**src/fetch_pkg.sv**
```systemverilog
// ------------------------------------------------
// widths, cause codes and the cause word for the
// fetch front end, imported by every design module
// ------------------------------------------------
`default_nettype none

package fetch_pkg;

  // ------------------------------------------------
  // sizes
  // ------------------------------------------------
  localparam int XLEN_W       = 32;
  localparam int FETCH_BYTES  = 8;
  localparam int FETCH_OFS_W  = $clog2(FETCH_BYTES);  // byte offset in a block
  localparam int FETCH_DATA_W = FETCH_BYTES * 8;
  localparam int MEDELEG_W    = 16;

  localparam logic [XLEN_W-1:0] RESET_VECTOR = 32'h0000_1000;

  // csr select on the write port
  localparam int CSR_ADDR_W = 3;
  localparam logic [CSR_ADDR_W-1:0] CSR_MTVEC   = 3'd0;
  localparam logic [CSR_ADDR_W-1:0] CSR_STVEC   = 3'd1;
  localparam logic [CSR_ADDR_W-1:0] CSR_MEPC    = 3'd2;
  localparam logic [CSR_ADDR_W-1:0] CSR_SEPC    = 3'd3;
  localparam logic [CSR_ADDR_W-1:0] CSR_UEPC    = 3'd4;
  localparam logic [CSR_ADDR_W-1:0] CSR_MEDELEG = 3'd5;

  // ------------------------------------------------
  // cause codes
  // ------------------------------------------------
  localparam int CAUSE_W = 5;

  // interrupts, only meaningful with int_valid set
  localparam logic [CAUSE_W-1:0] SUPER_SOFT_INT    = 5'd1;
  localparam logic [CAUSE_W-1:0] MACHINE_SOFT_INT  = 5'd3;
  localparam logic [CAUSE_W-1:0] SUPER_TIMER_INT   = 5'd5;
  localparam logic [CAUSE_W-1:0] MACHINE_TIMER_INT = 5'd7;
  localparam logic [CAUSE_W-1:0] SUPER_EXT_INT     = 5'd9;
  localparam logic [CAUSE_W-1:0] MACHINE_EXT_INT   = 5'd11;

  // synchronous exceptions, 10 and 14 unused
  localparam logic [CAUSE_W-1:0] INST_ADDR_MISALIGN  = 5'd0;
  localparam logic [CAUSE_W-1:0] INST_ACC_FAULT      = 5'd1;
  localparam logic [CAUSE_W-1:0] ILLEGAL_INST        = 5'd2;
  localparam logic [CAUSE_W-1:0] BREAKPOINT          = 5'd3;
  localparam logic [CAUSE_W-1:0] LOAD_ADDR_MISALIGN  = 5'd4;
  localparam logic [CAUSE_W-1:0] LOAD_ACC_FAULT      = 5'd5;
  localparam logic [CAUSE_W-1:0] STAMO_ADDR_MISALIGN = 5'd6;
  localparam logic [CAUSE_W-1:0] STAMO_ACC_FAULT     = 5'd7;
  localparam logic [CAUSE_W-1:0] ECALL_U             = 5'd8;
  localparam logic [CAUSE_W-1:0] ECALL_S             = 5'd9;
  localparam logic [CAUSE_W-1:0] ECALL_M             = 5'd11;
  localparam logic [CAUSE_W-1:0] INST_PAGE_FAULT     = 5'd12;
  localparam logic [CAUSE_W-1:0] LOAD_PAGE_FAULT     = 5'd13;
  localparam logic [CAUSE_W-1:0] STAMO_PAGE_FAULT    = 5'd15;

  // internal flushes raised by commit
  localparam logic [CAUSE_W-1:0] SILENT_FLUSH     = 5'd16;
  localparam logic [CAUSE_W-1:0] SELF_KILL_REPLAY = 5'd17;
  localparam logic [CAUSE_W-1:0] ANOTHER_FLUSH    = 5'd18;
  localparam logic [CAUSE_W-1:0] MRET             = 5'd19;
  localparam logic [CAUSE_W-1:0] SRET             = 5'd20;
  localparam logic [CAUSE_W-1:0] URET             = 5'd21;

  // one cause word, read as interrupt code when int_valid,
  // as exception / flush code otherwise
  typedef union packed {
    logic [CAUSE_W-1:0] int_code;
    logic [CAUSE_W-1:0] exc_code;
  } cause_u;

endpackage

`default_nettype wire

```
**src/fetch_wb_master.sv**
```systemverilog
// ------------------------------------------------
// fetch address register and wishbone classic
// reader for one aligned block per transfer
// ------------------------------------------------
`default_nettype none

module fetch_wb_master
  import fetch_pkg::*;
(
  input  wire logic                    i_clk,
  input  wire logic                    i_arst_n,

  // from the address generator
  input  wire logic [XLEN_W-1:0]       i_next_vaddr,
  input  wire logic                    i_redirect,

  // back to the address generator
  output logic      [XLEN_W-1:0]       o_f0_vaddr,
  output logic                         o_f0_req_ready,

  // wishbone classic master
  output logic                         o_wb_cyc,
  output logic                         o_wb_stb,
  output logic      [XLEN_W-1:0]       o_wb_adr,
  output logic                         o_wb_we,
  input  wire logic                    i_wb_ack,
  input  wire logic [FETCH_DATA_W-1:0] i_wb_dat,

  // fetched block
  output logic                         o_fetch_valid,
  output logic      [XLEN_W-1:0]       o_fetch_vaddr,
  output logic      [FETCH_DATA_W-1:0] o_fetch_data
);

  logic [XLEN_W-1:0] f0_vaddr_q;
  logic              busy_q;      // 0 idle / gap, 1 transfer on the bus
  logic              ack_hit;

  assign ack_hit = busy_q & i_wb_ack;  // ack while idle is a stale one

  // ------------------------------------------------
  // address register and bus state
  // ------------------------------------------------
  always_ff @(posedge i_clk or negedge i_arst_n) begin
    if (!i_arst_n) begin
      f0_vaddr_q <= RESET_VECTOR;
      busy_q     <= 1'b0;
    end else begin
      f0_vaddr_q <= i_next_vaddr;  // holds via the generator while waiting
      if (i_redirect) begin
        busy_q <= 1'b0;            // abort, restart after one idle cycle
      end else if (!busy_q) begin
        busy_q <= 1'b1;
      end else if (i_wb_ack) begin
        busy_q <= 1'b0;            // gap cycle after each ack
      end
    end
  end

  assign o_wb_cyc = busy_q;
  assign o_wb_stb = busy_q;
  assign o_wb_adr = {f0_vaddr_q[XLEN_W-1:FETCH_OFS_W], {FETCH_OFS_W{1'b0}}};
  assign o_wb_we  = 1'b0;          // reads only

  assign o_f0_vaddr     = f0_vaddr_q;
  assign o_f0_req_ready = ack_hit;

  // block reported only if no redirect lands in the ack cycle
  assign o_fetch_valid = ack_hit & ~i_redirect;
  assign o_fetch_vaddr = f0_vaddr_q;
  assign o_fetch_data  = i_wb_dat;

endmodule

`default_nettype wire

```
**src/front_addr_gen.sv**
```systemverilog
// ------------------------------------------------
// next fetch address select: commit flush, then
// mispredict, then stall hold, then next block
// ------------------------------------------------
`default_nettype none

module front_addr_gen
  import fetch_pkg::*;
(
  // commit flush
  input  wire logic                 i_commit_flush,
  input  wire logic                 i_commit_int_valid,
  input  wire cause_u               i_commit_cause,
  input  wire logic [XLEN_W-1:0]    i_commit_epc,

  // branch update
  input  wire logic                 i_br_update,
  input  wire logic                 i_br_dead,
  input  wire logic                 i_br_mispredict,
  input  wire logic [XLEN_W-1:0]    i_br_target,

  // trap csr values
  input  wire logic [XLEN_W-1:0]    i_mtvec,
  input  wire logic [XLEN_W-1:0]    i_stvec,
  input  wire logic [XLEN_W-1:0]    i_mepc,
  input  wire logic [XLEN_W-1:0]    i_sepc,
  input  wire logic [XLEN_W-1:0]    i_uepc,
  input  wire logic [MEDELEG_W-1:0] i_medeleg,

  // fetch stage state
  input  wire logic                 i_f0_req_ready,
  input  wire logic [XLEN_W-1:0]    i_f0_vaddr,

  output logic      [XLEN_W-1:0]    o_vaddr,
  output logic                      o_redirect,
  output logic                      o_int_flush_valid
);

  logic              br_flush;
  logic [XLEN_W-1:0] int_base;   // mtvec with mode bit cleared
  logic [XLEN_W-1:0] int_ofs;    // code * 4
  logic [XLEN_W-1:0] block_base;

  assign br_flush   = i_br_update & ~i_br_dead & i_br_mispredict;
  assign int_base   = {i_mtvec[XLEN_W-1:1], 1'b0};
  assign int_ofs    = {{(XLEN_W-CAUSE_W-2){1'b0}}, i_commit_cause.int_code, 2'b00};
  assign block_base = {i_f0_vaddr[XLEN_W-1:FETCH_OFS_W], {FETCH_OFS_W{1'b0}}};

  assign o_redirect = i_commit_flush | br_flush;

  // ------------------------------------------------
  // address select
  // ------------------------------------------------
  always_comb begin
    o_vaddr           = '0;
    o_int_flush_valid = 1'b0;
    if (i_commit_flush) begin
      if (i_commit_int_valid) begin
        // vectored handler
        case (i_commit_cause.int_code)
          SUPER_SOFT_INT,
          MACHINE_SOFT_INT,
          SUPER_TIMER_INT,
          MACHINE_TIMER_INT,
          SUPER_EXT_INT,
          MACHINE_EXT_INT: begin
            o_vaddr           = int_base + int_ofs;
            o_int_flush_valid = 1'b1;
          end
          default: o_vaddr = '0;  // unknown interrupt
        endcase
      end else begin
        case (i_commit_cause.exc_code)
          SILENT_FLUSH:     o_vaddr = i_commit_epc + XLEN_W'(4);
          SELF_KILL_REPLAY: o_vaddr = i_commit_epc;
          ANOTHER_FLUSH:    o_vaddr = i_commit_epc;
          MRET:             o_vaddr = i_mepc;
          SRET:             o_vaddr = i_sepc;
          URET:             o_vaddr = i_uepc;
          INST_ADDR_MISALIGN,
          INST_ACC_FAULT,
          ILLEGAL_INST,
          BREAKPOINT,
          LOAD_ADDR_MISALIGN,
          LOAD_ACC_FAULT,
          STAMO_ADDR_MISALIGN,
          STAMO_ACC_FAULT,
          ECALL_U,
          ECALL_S,
          ECALL_M,
          INST_PAGE_FAULT,
          LOAD_PAGE_FAULT,
          STAMO_PAGE_FAULT: begin
            // delegated to supervisor when medeleg says so
            if (i_medeleg[i_commit_cause.exc_code[3:0]]) begin
              o_vaddr = i_stvec;
            end else begin
              o_vaddr = i_mtvec;
            end
          end
          default: o_vaddr = '0;  // 10, 14, 22 and up
        endcase
      end
    end else if (br_flush) begin
      o_vaddr = i_br_target;
    end else if (!i_f0_req_ready) begin
      o_vaddr = i_f0_vaddr;  // waiting on ack
    end else begin
      o_vaddr = block_base + XLEN_W'(FETCH_BYTES);
    end
  end

endmodule

`default_nettype wire

```
**src/front_end_top.sv**
```systemverilog
// ------------------------------------------------
// fetch front end top: trap csrs, address select
// and wishbone fetch master
// ------------------------------------------------
`default_nettype none

module front_end_top
  import fetch_pkg::*;
(
  input  wire logic                    i_clk,
  input  wire logic                    i_arst_n,

  // commit flush
  input  wire logic                    i_commit_flush,
  input  wire logic                    i_commit_int_valid,
  input  wire cause_u                  i_commit_cause,
  input  wire logic [XLEN_W-1:0]       i_commit_epc,

  // branch update
  input  wire logic                    i_br_update,
  input  wire logic                    i_br_dead,
  input  wire logic                    i_br_mispredict,
  input  wire logic [XLEN_W-1:0]       i_br_target,

  // csr write
  input  wire logic                    i_csr_we,
  input  wire logic [CSR_ADDR_W-1:0]   i_csr_addr,
  input  wire logic [XLEN_W-1:0]       i_csr_wdata,

  // wishbone
  output logic                         o_wb_cyc,
  output logic                         o_wb_stb,
  output logic      [XLEN_W-1:0]       o_wb_adr,
  output logic                         o_wb_we,
  input  wire logic                    i_wb_ack,
  input  wire logic [FETCH_DATA_W-1:0] i_wb_dat,

  // fetch result
  output logic                         o_fetch_valid,
  output logic      [XLEN_W-1:0]       o_fetch_vaddr,
  output logic      [FETCH_DATA_W-1:0] o_fetch_data,
  output logic                         o_int_flush_valid
);

  logic [XLEN_W-1:0]    mtvec, stvec, mepc, sepc, uepc;
  logic [MEDELEG_W-1:0] medeleg;
  logic [XLEN_W-1:0]    f0_vaddr;
  logic                 f0_req_ready;
  logic [XLEN_W-1:0]    next_vaddr;
  logic                 redirect;

  trap_csr_regs u_trap_csr_regs (
    .i_clk       (i_clk),
    .i_arst_n    (i_arst_n),
    .i_csr_we    (i_csr_we),
    .i_csr_addr  (i_csr_addr),
    .i_csr_wdata (i_csr_wdata),
    .o_mtvec     (mtvec),
    .o_stvec     (stvec),
    .o_mepc      (mepc),
    .o_sepc      (sepc),
    .o_uepc      (uepc),
    .o_medeleg   (medeleg)
  );

  front_addr_gen u_front_addr_gen (
    .i_commit_flush     (i_commit_flush),
    .i_commit_int_valid (i_commit_int_valid),
    .i_commit_cause     (i_commit_cause),
    .i_commit_epc       (i_commit_epc),
    .i_br_update        (i_br_update),
    .i_br_dead          (i_br_dead),
    .i_br_mispredict    (i_br_mispredict),
    .i_br_target        (i_br_target),
    .i_mtvec            (mtvec),
    .i_stvec            (stvec),
    .i_mepc             (mepc),
    .i_sepc             (sepc),
    .i_uepc             (uepc),
    .i_medeleg          (medeleg),
    .i_f0_req_ready     (f0_req_ready),
    .i_f0_vaddr         (f0_vaddr),
    .o_vaddr            (next_vaddr),
    .o_redirect         (redirect),
    .o_int_flush_valid  (o_int_flush_valid)
  );

  fetch_wb_master u_fetch_wb_master (
    .i_clk          (i_clk),
    .i_arst_n       (i_arst_n),
    .i_next_vaddr   (next_vaddr),
    .i_redirect     (redirect),
    .o_f0_vaddr     (f0_vaddr),
    .o_f0_req_ready (f0_req_ready),
    .o_wb_cyc       (o_wb_cyc),
    .o_wb_stb       (o_wb_stb),
    .o_wb_adr       (o_wb_adr),
    .o_wb_we        (o_wb_we),
    .i_wb_ack       (i_wb_ack),
    .i_wb_dat       (i_wb_dat),
    .o_fetch_valid  (o_fetch_valid),
    .o_fetch_vaddr  (o_fetch_vaddr),
    .o_fetch_data   (o_fetch_data)
  );

endmodule

`default_nettype wire

```
**src/trap_csr_regs.sv**
```systemverilog
// ------------------------------------------------
// trap vector and exception pc registers, written
// through a plain select / data port
// ------------------------------------------------
`default_nettype none

module trap_csr_regs
  import fetch_pkg::*;
(
  input  wire logic                  i_clk,
  input  wire logic                  i_arst_n,

  // write port
  input  wire logic                  i_csr_we,
  input  wire logic [CSR_ADDR_W-1:0] i_csr_addr,
  input  wire logic [XLEN_W-1:0]     i_csr_wdata,

  // register values to the address generator
  output logic      [XLEN_W-1:0]     o_mtvec,
  output logic      [XLEN_W-1:0]     o_stvec,
  output logic      [XLEN_W-1:0]     o_mepc,
  output logic      [XLEN_W-1:0]     o_sepc,
  output logic      [XLEN_W-1:0]     o_uepc,
  output logic      [MEDELEG_W-1:0]  o_medeleg
);

  logic [XLEN_W-1:0]    mtvec_q;
  logic [XLEN_W-1:0]    stvec_q;
  logic [XLEN_W-1:0]    mepc_q;
  logic [XLEN_W-1:0]    sepc_q;
  logic [XLEN_W-1:0]    uepc_q;
  logic [MEDELEG_W-1:0] medeleg_q;
  logic [XLEN_W-1:0]    wdata_word;  // word aligned copy of the write data

  assign wdata_word = {i_csr_wdata[XLEN_W-1:2], 2'b00};

  // ------------------------------------------------
  // register file
  // ------------------------------------------------
  always_ff @(posedge i_clk or negedge i_arst_n) begin
    if (!i_arst_n) begin
      mtvec_q   <= '0;
      stvec_q   <= '0;
      mepc_q    <= '0;
      sepc_q    <= '0;
      uepc_q    <= '0;
      medeleg_q <= '0;
    end else if (i_csr_we) begin
      case (i_csr_addr)
        CSR_MTVEC:   mtvec_q   <= i_csr_wdata;  // bit 0 kept, cleared at use
        CSR_STVEC:   stvec_q   <= wdata_word;
        CSR_MEPC:    mepc_q    <= wdata_word;
        CSR_SEPC:    sepc_q    <= wdata_word;
        CSR_UEPC:    uepc_q    <= wdata_word;
        CSR_MEDELEG: medeleg_q <= i_csr_wdata[MEDELEG_W-1:0];
        default: ;  // 6 and 7 select nothing
      endcase
    end
  end

  assign o_mtvec   = mtvec_q;
  assign o_stvec   = stvec_q;
  assign o_mepc    = mepc_q;
  assign o_sepc    = sepc_q;
  assign o_uepc    = uepc_q;
  assign o_medeleg = medeleg_q;

endmodule

`default_nettype wire
```
**config.mk**
```make
export PLATFORM = sky130hd
export DESIGN_NAME = front_end_top
export DESIGN_NICKNAME = d
export VERILOG_FILES = /design/src/fetch_pkg.sv /design/src/fetch_wb_master.sv /design/src/front_addr_gen.sv /design/src/front_end_top.sv /design/src/trap_csr_regs.sv
export SDC_FILE = /design/constraint.sdc
export NUM_CORES = 1
export LEC_CHECK = 0
export ABC_AREA = 1
export BUFFER_PORTS_ARGS = -buffer_cell sky130_fd_sc_hd__buf_2
export CORE_ASPECT_RATIO = 0.8
export CORE_UTILIZATION = 55
export CTS_CLUSTER_DIAMETER = 80
export DETAILED_ROUTE_END_ITERATION = 6
export HOLD_SLACK_MARGIN = 0.06
export PLACE_DENSITY = 0.77
export SYNTH_ARGS = -nofsm -noshare
export SYNTH_HDL_FRONTEND = slang
export SYNTH_SLANG_ARGS = --single-unit
```
**constraint.sdc**
```tcl
create_clock -name i_clk -period 3 [get_ports i_clk]
set_clock_uncertainty 0.15 [all_clocks]
set_input_delay 0.15 -clock i_clk [delete_from_list [all_inputs] [get_ports i_clk]]
set_output_delay 0.15 -clock i_clk [all_outputs]
set_load 0.03 [all_outputs]
```
==> flow_summary_export.csv <==
group,metric,value,unit
worst_setup_path,startpoint_type,"register",
power_and_ir_drop,p_leak,7.82,nW
power_and_ir_drop,p_clk_share,33.0,%
placement,port_buffers,177,
final_layout,nNetsFinal,2336,
power_and_ir_drop,power_density,566,nW/um2
global_route,overflow,0,
global_route,grt_usage,35.6,%
logic_synthesis,synth_flop_cell,"dfrtp_1",
clock_tree,cts_tree,"built",
power_and_ir_drop,irDropWorstVdd,504,uV
power_and_ir_drop,p_switching,3.00,mW
clock_tree,post_cts_buffers,0,
floorplan,fp.dieArea,25000,um2
sta,slew_headroom,27.6,%
worst_setup_path,r2r_cells,12,
floorplan,fp.coreArea,23600,um2
sta,finalHoldViolCount,0,
power_and_ir_drop,internal_power,5.69,mW
sta,clock.fmax,358,MHz
logic_synthesis,ys_seq_area_share,37.6,%
clock_tree,clockRootBuffer,"clkbuf_16",
route,routed_wl,44500,um
route,drc,0,
worst_setup_path,rr_endpoint,"u_fetch_wb_master.o_f0_vaddr[25]",
final_layout,area_growth_syn_to_layout,14.7,%
sta,setup_viol,0,
logic_synthesis,synth_warnings,0,
sta,min_period_over_period,93.2,%
worst_setup_path,critPathRequiredTime,3.26,ns
logic_synthesis,ys_top_cells_by_count,"nand2_1 (719), o21ai_0 (211), inv_1 (208), dfrtp_1 (200), nand3_1 (149)",
sta,fin_crit,2.80,ns
clock_tree,clk_pin_slew,0.07,ns
worst_setup_path,timing.critical_path.from,"u_fetch_wb_master.o_f0_vaddr[20]",
worst_hold_path,min_path_type,"in -> reg",
status,status,"completed",
floorplan,die_width,176,um
clock_tree,htreeDepth,1,
floorplan,rows,50,
power_and_ir_drop,combPwrFrac,25.0,%
final_layout,layout-drive-gt1-share,12.4,%
logic_synthesis,synth.area.top_cells,"dfrtp_1 (37%), nand2_1 (20%), o21ai_0 (7.9%)",
clock_tree,cts_buffers,22,
power_and_ir_drop,p_seq_share,41.9,%
logic_synthesis,yosysMostFrequentCell,"nand2_1",
global_route,grt_pass1_vias,12700,
worst_setup_path,worstPathArrival,3.05,ns
route,drt_iter0_drc,1748,
clock_tree,clock_path_buffers,3,
sta,hold_ws,0.0787,ns
logic_synthesis,ys_seq_elements,201,
sta,slew_viol_final,0,
worst_setup_path,ff2ff_setup_slack,0.20,ns
clock_tree,numClockSinks,201,
global_route,grt_first_pass_wirelength,69500,um
worst_setup_path,critPathKind,"reg -> reg",
sta,rsz0062_at_grt,"false",
sta,fin_tns_setup,0,ns
floorplan,initial_core_util,56.6,%
route,post_drt_via_cell_ratio,5.62,
final_layout,num_antenna_cells,0,
power_and_ir_drop,swShare,34.5,%
logic_synthesis,async_flop_share,100,%
route,num_vias,13900,
logic_synthesis,ys_types,49,
logic_synthesis,syn_area_per_cell,6.63,um2
global_route,antenna_found_initial,1,
worst_setup_path,end_kind,"register",
route,firstDrtPassIters,6,
placement,place.gp.congestion,0.955,
logic_synthesis,synth_top_area_cell,"dfrtp_1",
global_route,grt_start_max_net_pins,96,
floorplan,io-pin-count,310,
logic_synthesis,syn_inst,2020,
sta,tightestPinTransition,1.08,ns
logic_synthesis,synth_area,13400,um2
logic_synthesis,synth_top_area_share,37.4,%
clock_tree,clk_latency,0.52,ns
worst_setup_path,r2r-start,"u_fetch_wb_master.o_f0_vaddr[20]",
floorplan,die_h,142,um
worst_setup_path,path_max_fanout,11,
route,wl_per_cell,18.0,um
worst_setup_path,crit_path_end,"u_fetch_wb_master.o_f0_vaddr[25]",
logic_synthesis,synth_edf_count,0,
run,cap_violations,0,
placement,hpwl,31800,um
route,ant_nets,0,
## layout make-up
class / count / area (um2)
Fill cell: 2216 / 8300
Clock inverter: 6 / 108
Timing Repair Buffer: 283 / 1900
Multi-Input combinational cell: 1430 / 6480
Tap cell: 312 / 390
Clock buffer: 32 / 649
Inverter: 213 / 800
Sequential cell: 201 / 5030
## power by group through the flow
stage	combinational [mW]	clock (mW)	sequential, mW
2_1_floorplan	1.55	0	3.67
3_3_place_gp	2.00	0	3.66
3_5_place_dp	2.05	0	3.67
4_1_cts	2.15	2.90	3.63
5_1_grt	2.43	3.00	3.71
6_report	2.17	2.87	3.65
## sequential cells by signal, summed over array words and instances, names as in the netlist
name,flops
u_trap_csr_regs.o_uepc,30
u_fetch_wb_master.o_wb_cyc,1
u_trap_csr_regs.o_sepc,30
u_fetch_wb_master.o_f0_vaddr,32
u_trap_csr_regs.o_medeleg,16
u_trap_csr_regs.o_mtvec,32
u_trap_csr_regs.o_mepc,30
u_trap_csr_regs.o_stvec,30
## per-layer routing
layer	part of all wire [%]	track usage (%)	vias up
li1	-	-	6614
met1	42	50.0	6448
met2	45	56.1	764
met3	9.9	7.18	97
met4	2.8	9.39	0
met5	0	0	-
## cell families after synthesis
logic type                 after synthesis  share of synthesized area [%]
and+or+nand+nor                       1074                           33.1
buffers and inverters                  392                           14.3
AOI/OAI and AO/OA                      330                           13.2
DFF                                    201                           37.6
xor gates and xnor gates                14                          0.916
adders and majority gates                8                          0.804
other                                    1                         0.0280
## through the flow
step           instance area [um2]  worst slack, ns  std cells  total power, mW  utilization, %
2_1_floorplan                13400            0.718       2023             5.21               -
3_3_place_gp                 13800            0.422       2362             5.66            58.4
3_5_place_dp                 13800            0.365       2362             5.72            58.4
4_1_cts                      15300            0.140       2477             8.68            64.9
5_1_grt                      15300           0.0216       2477             9.13            64.9
6_report                     15300            0.204       2477             8.69            64.9
## critical path, cell delays in order (launching register included)
cell and delay [ns]:
dfrtp_1 0.58, inv_1 0.10, nor3_1 0.44, nand3_1 0.12, nor3_1 0.24, nand2_1 0.08, nand2_1 0.06, nand2_1 0.05
a21oi_1 0.12, nor2_1 0.06, nand2_1 0.08, dlygate4sd3_1 0.55, nand2_1 0.05
## how the worst min path moves through the flow
stage	startpoint	end	slack, ns	depth (start not counted)
6_report	i_commit_epc[2]	u_fetch_wb_master.o_f0_vaddr[2]	0.08	5
5_1_grt	i_commit_epc[2]	u_fetch_wb_master.o_f0_vaddr[2]	0.12	5
4_1_cts	i_commit_epc[2]	u_fetch_wb_master.o_f0_vaddr[2]	0.06	5
3_5_place_dp	i_arst_n	u_trap_csr_regs.o_sepc[5]	0.13	1
3_3_place_gp	i_arst_n	u_trap_csr_regs.o_mepc[5]	0.13	1
2_1_floorplan	i_arst_n	u_fetch_wb_master.o_f0_vaddr[0]	-0.30	0
## placed cells by master, fill, tap and decap left out, drive strengths merged, types with 2 or more instances in the layout
cell         netlist  layout
a221oi             5       5
nand2            724     724
clkbuf            49      33
nor3b              2       2
dlygate4sd3        0      77
or2                2       2
dfrtp            200     200
nor2             135     135
nor3              28      28
nand3            149     149
conb               1       4
nand4             22      22
buf              130     205
a22oi             10      10
o21bai             2       2
a31oi              6       6
nor4               5       5
ha                 7       7
o211ai             9       9
clkinv             1       3
o21ai            222     222
nand3b             6       6
xnor2              7       7
bufinv             0       3
a21oi             62      62
a211oi             9       9
xor2               7       7
inv              212     212
## what timing repair did
item                       CTS  global route
setup endpoints to repair    0             2
hold buffers                77             0
resized for setup            0             3
hold endpoints to repair   291             0
Power figures use the tool's default switching activity.
